==> config.mk <==
export PLATFORM = sky130hd
export DESIGN_NAME = fetch_top
export DESIGN_NICKNAME = d
export VERILOG_FILES = /design/src/fetch_pkg.sv /design/src/pc_gen.sv /design/src/if_stage.sv /design/src/id_stage.sv /design/src/fetch_top.sv
export SDC_FILE = /design/constraint.sdc
export NUM_CORES = 1
export LEC_CHECK = 0
export BUFFER_PORTS_ARGS = -buffer_cell sky130_fd_sc_hd__buf_2
export CAP_MARGIN = 5
export CORE_MARGIN = 3
export CORE_UTILIZATION = 44
export DETAILED_ROUTE_END_ITERATION = 8
export PLACE_DENSITY_LB_ADDON = 0.05
export SLEW_MARGIN = 10
export SYNTH_ARGS = -nofsm -noshare
export SYNTH_HDL_FRONTEND = slang
export SYNTH_SLANG_ARGS = --single-unit
==> constraint.sdc <==
create_clock -name i_clk -period 3.8 [get_ports i_clk]
set_input_delay 0.19 -clock i_clk [delete_from_list [all_inputs] [get_ports i_clk]]
set_output_delay 0.19 -clock i_clk [all_outputs]
set_load 0.02 [all_outputs]
==> src/fetch_pkg.sv <==
// fetch front end shared widths, reset vector and opcode constants
package fetch_pkg;

  // datapath widths
  localparam int PC_WD        = 32;  // program counter
  localparam int INST_WD      = 32;  // one RV32 instruction

  // instruction SRAM port
  // byte address, the SRAM itself ignores bits [2:0]
  localparam int SRAM_ADDR_WD = 32;
  localparam int SRAM_DATA_WD = 64;  // two instructions per word

  // first fetch address after reset
  localparam logic [PC_WD-1:0] PC_RESETVAL = 32'h8000_0000;

  // sequential fetch step
  localparam logic [PC_WD-1:0] INST_BYTES = 32'd4;

  // major opcode of JAL, inst[6:0]
  localparam logic [6:0] OPC_JAL = 7'b1101111;

  // J-type immediate layout in the instruction word
  //   imm[20]    = inst[31]
  //   imm[10:1]  = inst[30:21]
  //   imm[11]    = inst[20]
  //   imm[19:12] = inst[19:12]
  //   imm[0]     = 0
  // the result is sign extended from imm[20] up to PC_WD bits

  // all stage-to-stage traffic uses valid/allowin levels
  // an item moves on a rising clock edge when both are high
  // no stage adds wait states, so each ready_go is always high
  // and is not carried as a signal
  // a taken JAL costs one bubble behind it

endpackage

==> src/pc_gen.sv <==
// pre-IF PC generator, holds the fetch PC and picks the next fetch address
`timescale 1ns/100ps

module pc_gen import fetch_pkg::*; (
  input  logic                    i_clk,
  input  logic                    i_rst_n,
  input  logic                    i_load,          // IF can take a new item
  input  logic                    i_br_sel,        // JAL redirect from ID
  input  logic [PC_WD-1:0]        i_br_target,
  output logic [PC_WD-1:0]        o_pc,            // PC of the word now in IF
  output logic                    o_inst_sram_ren,
  output logic [SRAM_ADDR_WD-1:0] o_inst_sram_addr
);

  logic [PC_WD-1:0] pc;       // fetch PC, lines up with SRAM read data
  logic [PC_WD-1:0] seq_pc;   // straight-line successor
  logic [PC_WD-1:0] next_pc;  // address issued this cycle

  assign seq_pc  = pc + INST_BYTES;

  // redirect has priority over the sequential step
  // the target stays put while ID holds the JAL, so a stalled
  // load simply retries with the same address next cycle
  assign next_pc = i_br_sel ? i_br_target : seq_pc;

  // reset value sits one step below the vector
  // so the first issued address is PC_RESETVAL itself
  always_ff @(posedge i_clk or negedge i_rst_n) begin
    if (!i_rst_n) begin
      pc <= PC_RESETVAL - INST_BYTES;
    end else if (i_load) begin
      pc <= next_pc;  // same cycle as the SRAM read below
    end
  end

  assign o_pc = pc;

  // SRAM sees the address the PC register is about to take,
  // so read data and pc line up one cycle later
  assign o_inst_sram_ren  = i_load;
  assign o_inst_sram_addr = SRAM_ADDR_WD'(next_pc);

  // a misaligned target from ID would split an instruction
  // across the two halves of the SRAM word
  a_next_pc_aligned: assert property (
    @(posedge i_clk) disable iff (!i_rst_n)
    i_load |-> (next_pc[1:0] == 2'b00)
  ) else $error("pc_gen: misaligned fetch address %h", next_pc);

endmodule

==> src/if_stage.sv <==
// IF stage, fetch valid and allowin control plus 64-to-32 instruction select
`timescale 1ns/100ps

module if_stage import fetch_pkg::*; (
  input  logic                    i_clk,
  input  logic                    i_rst_n,
  // allowin from ID
  input  logic                    i_ds_allowin,
  // branch bus from ID
  input  logic                    i_br_sel,
  input  logic [PC_WD-1:0]        i_br_target,
  // read data from inst sram
  input  logic [SRAM_DATA_WD-1:0] i_inst_sram_rdata,
  // to ID
  output logic                    o_fs_to_ds_valid,
  output logic [INST_WD-1:0]      o_fs_inst,
  output logic [PC_WD-1:0]        o_fs_pc,
  // inst sram request
  output logic                    o_inst_sram_ren,
  output logic [SRAM_ADDR_WD-1:0] o_inst_sram_addr
);

  logic             to_fs_valid;  // pre-IF has a request pending
  logic             fs_valid;
  logic             fs_allowin;
  logic             fs_load;      // pre-IF item enters IF at next edge
  logic [PC_WD-1:0] fs_pc;

  // pre-IF starts asking one cycle after reset release
  // which keeps the SRAM read strobe quiet through that first cycle
  always_ff @(posedge i_clk or negedge i_rst_n) begin
    if (!i_rst_n) begin
      to_fs_valid <= 1'b0;
    end else begin
      to_fs_valid <= 1'b1;
    end
  end

  // empty IF always takes a new item, a full one only when ID takes its current one
  assign fs_allowin = !fs_valid || i_ds_allowin;
  assign fs_load    = to_fs_valid && fs_allowin;

  always_ff @(posedge i_clk or negedge i_rst_n) begin
    if (!i_rst_n) begin
      fs_valid <= 1'b0;
    end else if (fs_allowin) begin
      fs_valid <= to_fs_valid;
    end
  end

  pc_gen u_pc (
    .i_clk            (i_clk),
    .i_rst_n          (i_rst_n),
    .i_load           (fs_load),
    .i_br_sel         (i_br_sel),     // JAL resolved in ID
    .i_br_target      (i_br_target),
    .o_pc             (fs_pc),
    .o_inst_sram_ren  (o_inst_sram_ren),
    .o_inst_sram_addr (o_inst_sram_addr)
  );

  assign o_fs_to_ds_valid = fs_valid;
  assign o_fs_pc          = fs_pc;

  // SRAM word is 8-byte aligned
  // pc[2] picks the upper or lower instruction
  assign o_fs_inst = fs_pc[2] ? i_inst_sram_rdata[SRAM_DATA_WD-1:INST_WD]
                              : i_inst_sram_rdata[INST_WD-1:0];

  // a stalled IF keeps its item until ID opens again
  a_fs_hold: assert property (
    @(posedge i_clk) disable iff (!i_rst_n)
    (o_fs_to_ds_valid && !i_ds_allowin) |=>
      (o_fs_to_ds_valid && $stable(o_fs_pc))
  ) else $error("if_stage: item lost or changed under back-pressure, pc %h", o_fs_pc);

endmodule

==> src/id_stage.sv <==
// ID stage, holds the fetched item, resolves JAL and cancels the wrong-path fetch
`timescale 1ns/100ps

module id_stage import fetch_pkg::*; (
  input  logic               i_clk,
  input  logic               i_rst_n,
  // from IF
  input  logic               i_fs_to_ds_valid,
  input  logic [INST_WD-1:0] i_fs_inst,
  input  logic [PC_WD-1:0]   i_fs_pc,
  // allowin from downstream
  input  logic               i_es_allowin,
  // allowin to IF
  output logic               o_ds_allowin,
  // branch bus to IF
  output logic               o_br_sel,
  output logic [PC_WD-1:0]   o_br_target,
  // to downstream
  output logic               o_ds_valid,
  output logic [INST_WD-1:0] o_ds_inst,
  output logic [PC_WD-1:0]   o_ds_pc
);

  logic               ds_valid;
  logic               ds_allowin;
  logic [INST_WD-1:0] ds_inst;
  logic [PC_WD-1:0]   ds_pc;
  logic               is_jal;
  logic               br_taken;   // valid JAL held in ID
  logic [PC_WD-1:0]   j_imm;

  // ID never needs more than one cycle
  assign ds_allowin = !ds_valid || i_es_allowin;

  // while a JAL leaves, the item coming in behind it is PC+4
  // and must not reach the output
  always_ff @(posedge i_clk or negedge i_rst_n) begin
    if (!i_rst_n) begin
      ds_valid <= 1'b0;
    end else if (ds_allowin) begin
      ds_valid <= i_fs_to_ds_valid && !br_taken;
    end
  end

  // payload only moves with a real item so a stalled output stays put
  always_ff @(posedge i_clk) begin
    if (ds_allowin && i_fs_to_ds_valid) begin
      ds_inst <= i_fs_inst;
      ds_pc   <= i_fs_pc;
    end
  end

  // decode, only JAL matters to the front end
  assign is_jal   = (ds_inst[6:0] == OPC_JAL);
  assign br_taken = ds_valid && is_jal;

  // J-type immediate, sign bit is inst[31]
  assign j_imm = {{(PC_WD-21){ds_inst[31]}},
                  ds_inst[31],
                  ds_inst[19:12],
                  ds_inst[20],
                  ds_inst[30:21],
                  1'b0};

  // held steady for as long as the JAL sits in ID
  assign o_br_sel    = br_taken;
  assign o_br_target = ds_pc + j_imm;

  assign o_ds_allowin = ds_allowin;
  assign o_ds_valid   = ds_valid;
  assign o_ds_inst    = ds_inst;
  assign o_ds_pc      = ds_pc;

  // item entering behind a leaving JAL is the wrong-path PC+4
  // and has to come out invalid
  a_wrong_path_dropped: assert property (
    @(posedge i_clk) disable iff (!i_rst_n)
    (o_br_sel && o_ds_allowin) |=> !o_ds_valid
  ) else $error("id_stage: wrong-path fetch kept behind a JAL");

endmodule

==> src/fetch_top.sv <==
// fetch front end top, IF and ID stages between the inst SRAM and the downstream port
`timescale 1ns/100ps

module fetch_top import fetch_pkg::*; (
  input  logic                    i_clk,
  input  logic                    i_rst_n,
  input  logic                    i_es_allowin,      // downstream back-pressure
  input  logic [SRAM_DATA_WD-1:0] i_inst_sram_rdata,
  output logic                    o_inst_sram_ren,
  output logic [SRAM_ADDR_WD-1:0] o_inst_sram_addr,
  output logic                    o_ds_valid,
  output logic [INST_WD-1:0]      o_ds_inst,
  output logic [PC_WD-1:0]        o_ds_pc
);

  logic               fs_to_ds_valid;
  logic [INST_WD-1:0] fs_inst;
  logic [PC_WD-1:0]   fs_pc;
  logic               ds_allowin;
  logic               br_sel;       // branch bus back to IF
  logic [PC_WD-1:0]   br_target;

  if_stage u_if (
    .i_clk             (i_clk),
    .i_rst_n           (i_rst_n),
    .i_ds_allowin      (ds_allowin),
    .i_br_sel          (br_sel),
    .i_br_target       (br_target),
    .i_inst_sram_rdata (i_inst_sram_rdata),
    .o_fs_to_ds_valid  (fs_to_ds_valid),
    .o_fs_inst         (fs_inst),
    .o_fs_pc           (fs_pc),
    .o_inst_sram_ren   (o_inst_sram_ren),
    .o_inst_sram_addr  (o_inst_sram_addr)
  );

  id_stage u_id (
    .i_clk            (i_clk),
    .i_rst_n          (i_rst_n),
    .i_fs_to_ds_valid (fs_to_ds_valid),
    .i_fs_inst        (fs_inst),
    .i_fs_pc          (fs_pc),
    .i_es_allowin     (i_es_allowin),
    .o_ds_allowin     (ds_allowin),
    .o_br_sel         (br_sel),
    .o_br_target      (br_target),
    .o_ds_valid       (o_ds_valid),
    .o_ds_inst        (o_ds_inst),
    .o_ds_pc          (o_ds_pc)
  );

endmodule

==> flow_summary.yaml, run 1 <==
finish:
  final_standard_cell_count_with_taps_included_and_fillers_excluded: 1002
  layout.cells.most_common: "buf_2"
  layout.filler_cells: 1330
  share_of_cells_above_drive_strength_1_pct: 33.8
  final_area_um2: 7890
  top_library_cells_by_usage_in_the_layout_fill_and_taps_aside: "164 x buf_2, 88 x nand2_1, 64 x edfxtp_1"
  layout_net_count: 916
  areaGrowthSynthToFinish_pct: 20.6
  n_antenna_cell: 0
die:
  start_util_pct: 46.1
  top_level_ports: 165
  floorplan.core_area_um2: 14200
  die-area_um2: 16400
  die_h_um: 128
  placement_rows: 43
  floorplan.die.width_um: 128
place:
  dpl.cell_count: 985
  placed_cell_area_um2: 7580
  place.port_buffers: 164
  place.detailed.hpwl_um: 13400
  routabilityCongestion: 0.889
power_and_ir_drop:
  power_per_cell_area_nw_per_um2: 520
  p_leak_uw: 0.00344
  worst_ir_drop_vdd_mv: 0.235
  post-layout-total-power_uw: 4110
logic_synthesis:
  synthesis.instances: 657
  synth_fa_ha_area_share_pct: 6.23
  synth_area_per_cell_um2: 9.96
  seq_area_frac_synth_pct: 43.3
  muxShareOfSynthArea_pct: 7.15
  seq_cells_post_synth: 99
  synth.net_count: 756
  synth_compound_area_share_pct: 16.9
  synth.lib_cells_used.distinct: 75
  synth_simple_gate_area_share_pct: 17.1
  combinational_family_with_the_most_area_after_synthesis: "simple AND/OR/NAND/NOR gates"
  synth-edff-count: 64
  synth_area_um2: 6540
  async_flop_share_pct: 35.4
  synth_xor_area_share_pct: 6.96
  synth_flop_cell: "edfxtp_1"
  total_of_warnings_raised_by_yosys: 0
clock_network:
  cts_setup_buffers: 0
  cts.reportedPaths.clkPinSlew_ps: 70
  cts_htree_levels: 3
  root_buffer: "clkbuf_16"
  clock_path_buffers: 2
  clk_latency_ps: 350
  number_of_buffers_created_by_cts: 9
  number_of_sinks_on_the_clock_net: 99
  cts_tree: "built"
sta:
  timing.setup.tns_ps: 0
  finalHoldViolations: 0
  grt_setup_unrepaired: "no"
  timing_max_transition_violations_final: 0
  period_share_pct: 92.9
  fin_skew_ps: 10.7
  min_period_ps: 3530
  fin_hold_ws_ps: 141
  max_freq_mhz: 283
  maxSlewHeadroom_pct: 39.7
  final-setup-viol-count: 0
  timing_worst_slew_pin_value_ps: 905
setup_path:
  reg2reg_depth: 11
  critical_path_maximum_fanout: 4
  setup.worst_path.end_class: "output port"
  timing.critical_path.to: "o_inst_sram_addr[25]"
  rr_endpoint: "u_if.u_pc.o_pc[29]$_DFFE_PN1P_"
  worst_ep_arrival_time_ps: 3340
  r2r_setup_slack_ps: 840
  crit_path_start: "u_id.o_ds_inst[21]$_DFFE_PP_"
  cp-start-kind: "flip-flop"
  timing_worst_setup_path_type: "reg2out"
  critical_path.reg2reg.startpoint: "u_id.o_ds_inst[21]$_DFFE_PP_"
  crit_required_ps: 3610
drt:
  dr.pass1.iters: 5
  drt_first_iter_violations: 300
  detail_route.vias_per_cell: 5.68
  routed_wl_um: 18300
  via_count: 5693
  post-route-drc-count: 0
  remaining_antenna_violation_count_after_routing: 0
  routed_wire_length_per_instance_um: 18.3
run_status:
  run_status: "completed"
hold_path:
  hold_path_class: "in2reg"
  hold_path_depth: 2
grt:
  antenna_found_initial: 0
  overflow: 0
  grt_start_max_net_pins: 44
  grt_first_pass_wirelength_um: 29200
  first_global_vias: 5717
  global_routing_usage_summed_across_all_routing_layers_pct: 22.5
flow_run:
  max_cap_viol_count: 0
## layer usage
layer | wire length (um) | part of all wire, % | track usage [%] | vias up
li1 | - | - | - | 2751
met1 | 8800 | 48 | 32.0 | 2724
met2 | 8130 | 44 | 35.7 | 202
met3 | 1110 | 6.1 | 3.29 | 16
met4 | 255 | 1.4 | 6.55 | 0
met5 | 0 | 0 | 0 | -
## final cells by class
class	count	area [um2]	area share [%]
Sequential cell	99	2830	35.9
Clock buffer	12	236	3.00
Multi-Input combinational cell	521	3580	45.4
Inverter	10	37.5	0.476
Tap cell	180	225	2.85
Clock inverter	4	51.3	0.650
Timing Repair Buffer	176	926	11.7
## power by group
group | total [uW] | internal [uW] | switching (uW) | leakage, uW
logic | 1580 | 626 | 956 | 0.00232
clock network | 924 | 512 | 411 | 0.000137
registers | 1600 | 1430 | 176 | 0.000983
total | 4110 | 2560 | 1540 | 0.00344
## what timing repair did
action	CTS	global route
gates resized for setup	0	1
endpoints found under the setup margin	0	1
hold buffers	1	0
hold endpoints to repair	6	0
## stage by stage
step                      worst slack [ps]  util, %
final                                  271     55.5
after global routing                  40.5     55.5
after CTS                              207     55.5
after detailed placement               622     53.4
after global placement                 630     53.4
after floorplan                        709        -
## state kept, by name, summed over array words and instances, names as in the netlist
signal                 flops
u_id.o_ds_inst            32
u_id.o_ds_pc              32
u_if.u_pc.o_pc            32
u_id.o_ds_valid            1
u_if.o_fs_to_ds_valid      1
u_if.to_fs_valid           1
## cells in the mapped netlist (5+ instances only)
| cell | n | area share, % |
|---|---|---|
| nand4_1 | 9 | 0.86 |
| inv_1 | 10 | 0.57 |
| nand2_1 | 88 | 5.0 |
| nand2b_1 | 6 | 0.57 |
| dfrtp_1 | 6 | 2.3 |
| nand3_1 | 23 | 1.8 |
| mux2_2 | 38 | 6.5 |
| and3_1 | 17 | 1.6 |
| dfstp_2 | 29 | 12 |
| a21o_1 | 17 | 2.0 |
| a211oi_1 | 6 | 0.69 |
| o21ai_1 | 10 | 0.76 |
| nor2b_1 | 8 | 0.76 |
| nor2_1 | 45 | 2.6 |
| edfxtp_1 | 64 | 29 |
| ha_1 | 31 | 5.9 |
| xor2_1 | 24 | 3.2 |
| a31oi_1 | 5 | 0.48 |
| xnor2_1 | 28 | 3.7 |
| nor3_1 | 5 | 0.38 |
| a21oi_1 | 46 | 3.5 |
| clkbuf_1 | 21 | 1.2 |
| o21ai_0 | 34 | 2.6 |
## worst min path at each step
stage | slack [ps] | end | from
2_1_floorplan | -110 | u_id.o_ds_valid$_DFFE_PN0P_ | i_rst_n
3_3_place_gp | 370 | u_if.u_pc.o_pc[1]$_DFFE_PN0P_ | i_rst_n
3_5_place_dp | 380 | u_if.u_pc.o_pc[1]$_DFFE_PN0P_ | i_rst_n
4_1_cts | 130 | u_id.o_ds_inst[18]$_DFFE_PP_ | i_inst_sram_rdata[18]
5_1_grt | 140 | u_id.o_ds_inst[17]$_DFFE_PP_ | i_inst_sram_rdata[49]
6_report | 140 | u_id.o_ds_inst[30]$_DFFE_PP_ | i_inst_sram_rdata[62]
## logic make-up after synthesis
family,Yosys count
flops,99
mux,42
xor+xnor,52
fa+ha+maj,32
compound gates,167
other cells,1
simple gates,227
buf+inv,37
## worst max-delay path: stages (launching register included)
cell and delay (ps):
edfxtp_1 360, ha_1 250, inv_1 80, fa_1 390
nand2b_1 190, a211oi_2 290, o21a_2 220, o21ai_2 100
a211oi_4 300, o21ai_1 190, nor4b_1 200, a211oi_1 220
buf_2 210
Note: power is estimated with default switching activity, not from simulation.
==> inputs of run 2 (changes only) <==
--- a/config.mk
+++ b/config.mk
@@ -5,6 +5,7 @@
 export SDC_FILE = /design/constraint.sdc
 export NUM_CORES = 1
 export LEC_CHECK = 0
+export ABC_AREA = 1
 export BUFFER_PORTS_ARGS = -buffer_cell sky130_fd_sc_hd__buf_2
 export CAP_MARGIN = 5
 export CORE_MARGIN = 3
==> run 2 against run 1 <==
  * Worst hold slack got worse by 100 ps
  * Critical endpoint is now o_inst_sram_addr[27]
  * Global-route usage is 1.8 points higher
  * Clock-buffer cell count fell by 2
==> flow_summary.yaml, run 2 <==
logic_synthesis:
  total_of_warnings_raised_by_yosys: 0
  synth_compound_area_share_pct: 5.84
  synth_simple_gate_area_share_pct: 35.8
  post-synth-top-count-cell: "nand2_1"
  synthesis.instances: 1015
  synth.lib_cells_used.distinct: 42
  synth_flop_cell: "edfxtp_1"
  synth.net_count: 1114
  synth_top_cells_by_count: "460 x nand2_1, 136 x inv_1, 66 x nor2_1"
  synth_area_per_cell_um2: 6.93
  library_cell_occupying_the_most_area_in_the_post_synthesis_netlist: "edfxtp_1"
  async_flop_share_pct: 35.4
  synth_xor_area_share_pct: 3.24
  synth_area_um2: 7030
  seq_area_frac_synth_pct: 40.3
  synth_area_leaders: "edfxtp_1 27%, nand2_1 25%, dfstp_2 11%"
  synth-edff-count: 64
  netlist.area_leader.share_pct: 27.3
  muxShareOfSynthArea_pct: 0
  synth_fa_ha_area_share_pct: 5.80
  combinational_family_with_the_most_area_after_synthesis: "simple AND/OR/NAND/NOR gates"
  seq_cells_post_synth: 99
drt:
  detail_route.vias_per_cell: 4.87
  routed_wire_length_per_instance_um: 15.1
  via_count: 6778
  post-route-drc-count: 0
  routed_wl_um: 21000
  dr.pass1.iters: 5
  remaining_antenna_violation_count_after_routing: 0
  drt_first_iter_violations: 489
clock_network:
  cts.reportedPaths.clkPinSlew_ps: 70
  cts_tree: "built"
  cts_setup_buffers: 0
  clk_latency_ps: 360
  cts_htree_levels: 3
  clock_path_buffers: 2
  root_buffer: "clkbuf_16"
  number_of_buffers_created_by_cts: 9
  number_of_sinks_on_the_clock_net: 99
grt:
  grt_start_max_net_pins: 41
  first_global_vias: 6443
  global_routing_usage_summed_across_all_routing_layers_pct: 24.3
  grt_first_pass_wirelength_um: 33600
  overflow: 0
  antenna_found_initial: 0
sta:
  timing.setup.tns_ps: 0
  final-setup-viol-count: 0
  timing_worst_slew_pin_value_ps: 924
  period_share_pct: 77.8
  finalHoldViolations: 0
  grt_setup_unrepaired: "no"
  timing_max_transition_violations_final: 0
  fin_hold_ws_ps: 38.6
  min_period_ps: 2960
  fin_skew_ps: 6.77
  max_freq_mhz: 338
  maxSlewHeadroom_pct: 38.2
finish:
  share_of_cells_above_drive_strength_1_pct: 19.4
  layout_net_count: 1274
  top_library_cells_by_usage_in_the_layout_fill_and_taps_aside: "460 x nand2_1, 164 x buf_2, 136 x inv_1"
  layout.cells.most_common: "nand2_1"
  n_antenna_cell: 0
  areaGrowthSynthToFinish_pct: 19.1
  layout.filler_cells: 1598
die:
  floorplan.die.width_um: 132
  floorplan.core_area_um2: 15400
  die-area_um2: 17500
  die_h_um: 132
  top_level_ports: 165
  start_util_pct: 45.6
  placement_rows: 45
setup_path:
  timing_worst_setup_path_type: "reg2out"
  cp-start-kind: "flip-flop"
  setup.worst_path.end_class: "output port"
  crit_required_ps: 3610
  worst_ep_arrival_time_ps: 2770
  critical_path_maximum_fanout: 13
flow_run:
  max_cap_viol_count: 0
power_and_ir_drop:
  power_per_cell_area_nw_per_um2: 586
  p_leak_uw: 0.00440
  worst_ir_drop_vdd_mv: 0.261
place:
  place.port_buffers: 164
  routabilityCongestion: 0.921
  place.detailed.hpwl_um: 16900
run_status:
  run_status: "completed"
hold_path:
  hold_path_class: "in2reg"
==> run 2: changes by cell type after synthesis, sizes merged, moves of 17 or more <==
cell   change
nand2    +375
mux2      -38
nand3     +31
xnor2     -21
nor2      +23
a21oi     -20
and3      -17
inv      +130
==> run 2: layout make-up <==
type | instances | area (um2) | share of cell area [%]
Timing Repair Buffer | 170 | 868 | 10.4
Multi-Input combinational cell | 753 | 3570 | 42.7
Sequential cell | 99 | 2830 | 33.8
Tap cell | 211 | 264 | 3.15
Clock buffer | 10 | 229 | 2.73
Inverter | 142 | 533 | 6.37
Clock inverter | 6 | 71.3 | 0.852
==> run 2: cell families (layout without fill, tap and decap cells) <==
group                      count (synthesis)  in the layout
and+or+nand+nor                          618            618
adders and majority gates                 32             32
other                                      1              1
DFF                                       99             99
buffers and inverters                    163            328
AOI/OAI and AO/OA                         76             76
xor gates and xnor gates                  26             26
==> run 2: path summary, 6_finish.rpt <==
check                                         startpoint                             end  slack (ps)  cells after the start
max                         u_id.o_ds_inst[31]$_DFFE_PP_            o_inst_sram_addr[27]         840                     10
min                                         i_es_allowin     u_id.o_ds_valid$_DFFE_PN0P_          40                      2
max reg2reg                  u_id.o_ds_valid$_DFFE_PN0P_   u_if.u_pc.o_pc[1]$_DFFE_PN0P_        1400                      8
min reg2reg                u_if.u_pc.o_pc[0]$_DFFE_PN0P_       u_id.o_ds_pc[0]$_DFFE_PP_         450                      0
max in group asynchronous                        i_rst_n     u_id.o_ds_valid$_DFFE_PN0P_        2780                      2
min in group asynchronous                        i_rst_n  u_if.u_pc.o_pc[31]$_DFFE_PN0P_         490                      2
==> run 2: what timing repair did <==
item	in CTS	in global routing
hold buffers	1	0
resized for setup	0	0
endpoints found under the hold margin	6	0
==> run 2: metal layers <==
metal,GRT usage (%),wire length (um),vias up
li1,-,-,3506
met1,36.3,10200,3049
met2,37.0,9210,194
met3,3.93,1240,29
met4,6.06,376,0
met5,0,0,-
==> run 2: report_power, final <==
group | total (uW) | switching (uW) | internal (uW)
Combinational | 2150 | 1460 | 690
Sequential | 1790 | 260 | 1530
Clock | 960 | 438 | 521
Total | 4900 | 2160 | 2740
==> run 2: critical path: stages, from the launching register on <==
cell and delay [ps]:
edfxtp_1 640, ha_1 460, a21oi_1 260, nand2_1 120, o21bai_1 170, a21oi_1 200, nand2_1 70, nand2_1 60
nand3_1 80, and2_1 200, buf_2 150
==> run 2: per-stage QoR <==
step | setup slack, ps | std cells | utilization (%) | instance area, um2 | power, uW
2_1_floorplan | 20.8 | 1015 | - | 7030 | 3230
3_3_place_gp | 1250 | 1374 | 52.3 | 8060 | 3940
3_5_place_dp | 1240 | 1374 | 52.3 | 8060 | 3950
4_1_cts | 860 | 1391 | 54.3 | 8370 | 4920
5_1_grt | 640 | 1391 | 54.3 | 8370 | 5270
6_report | 845 | 1391 | 54.3 | 8370 | 4900
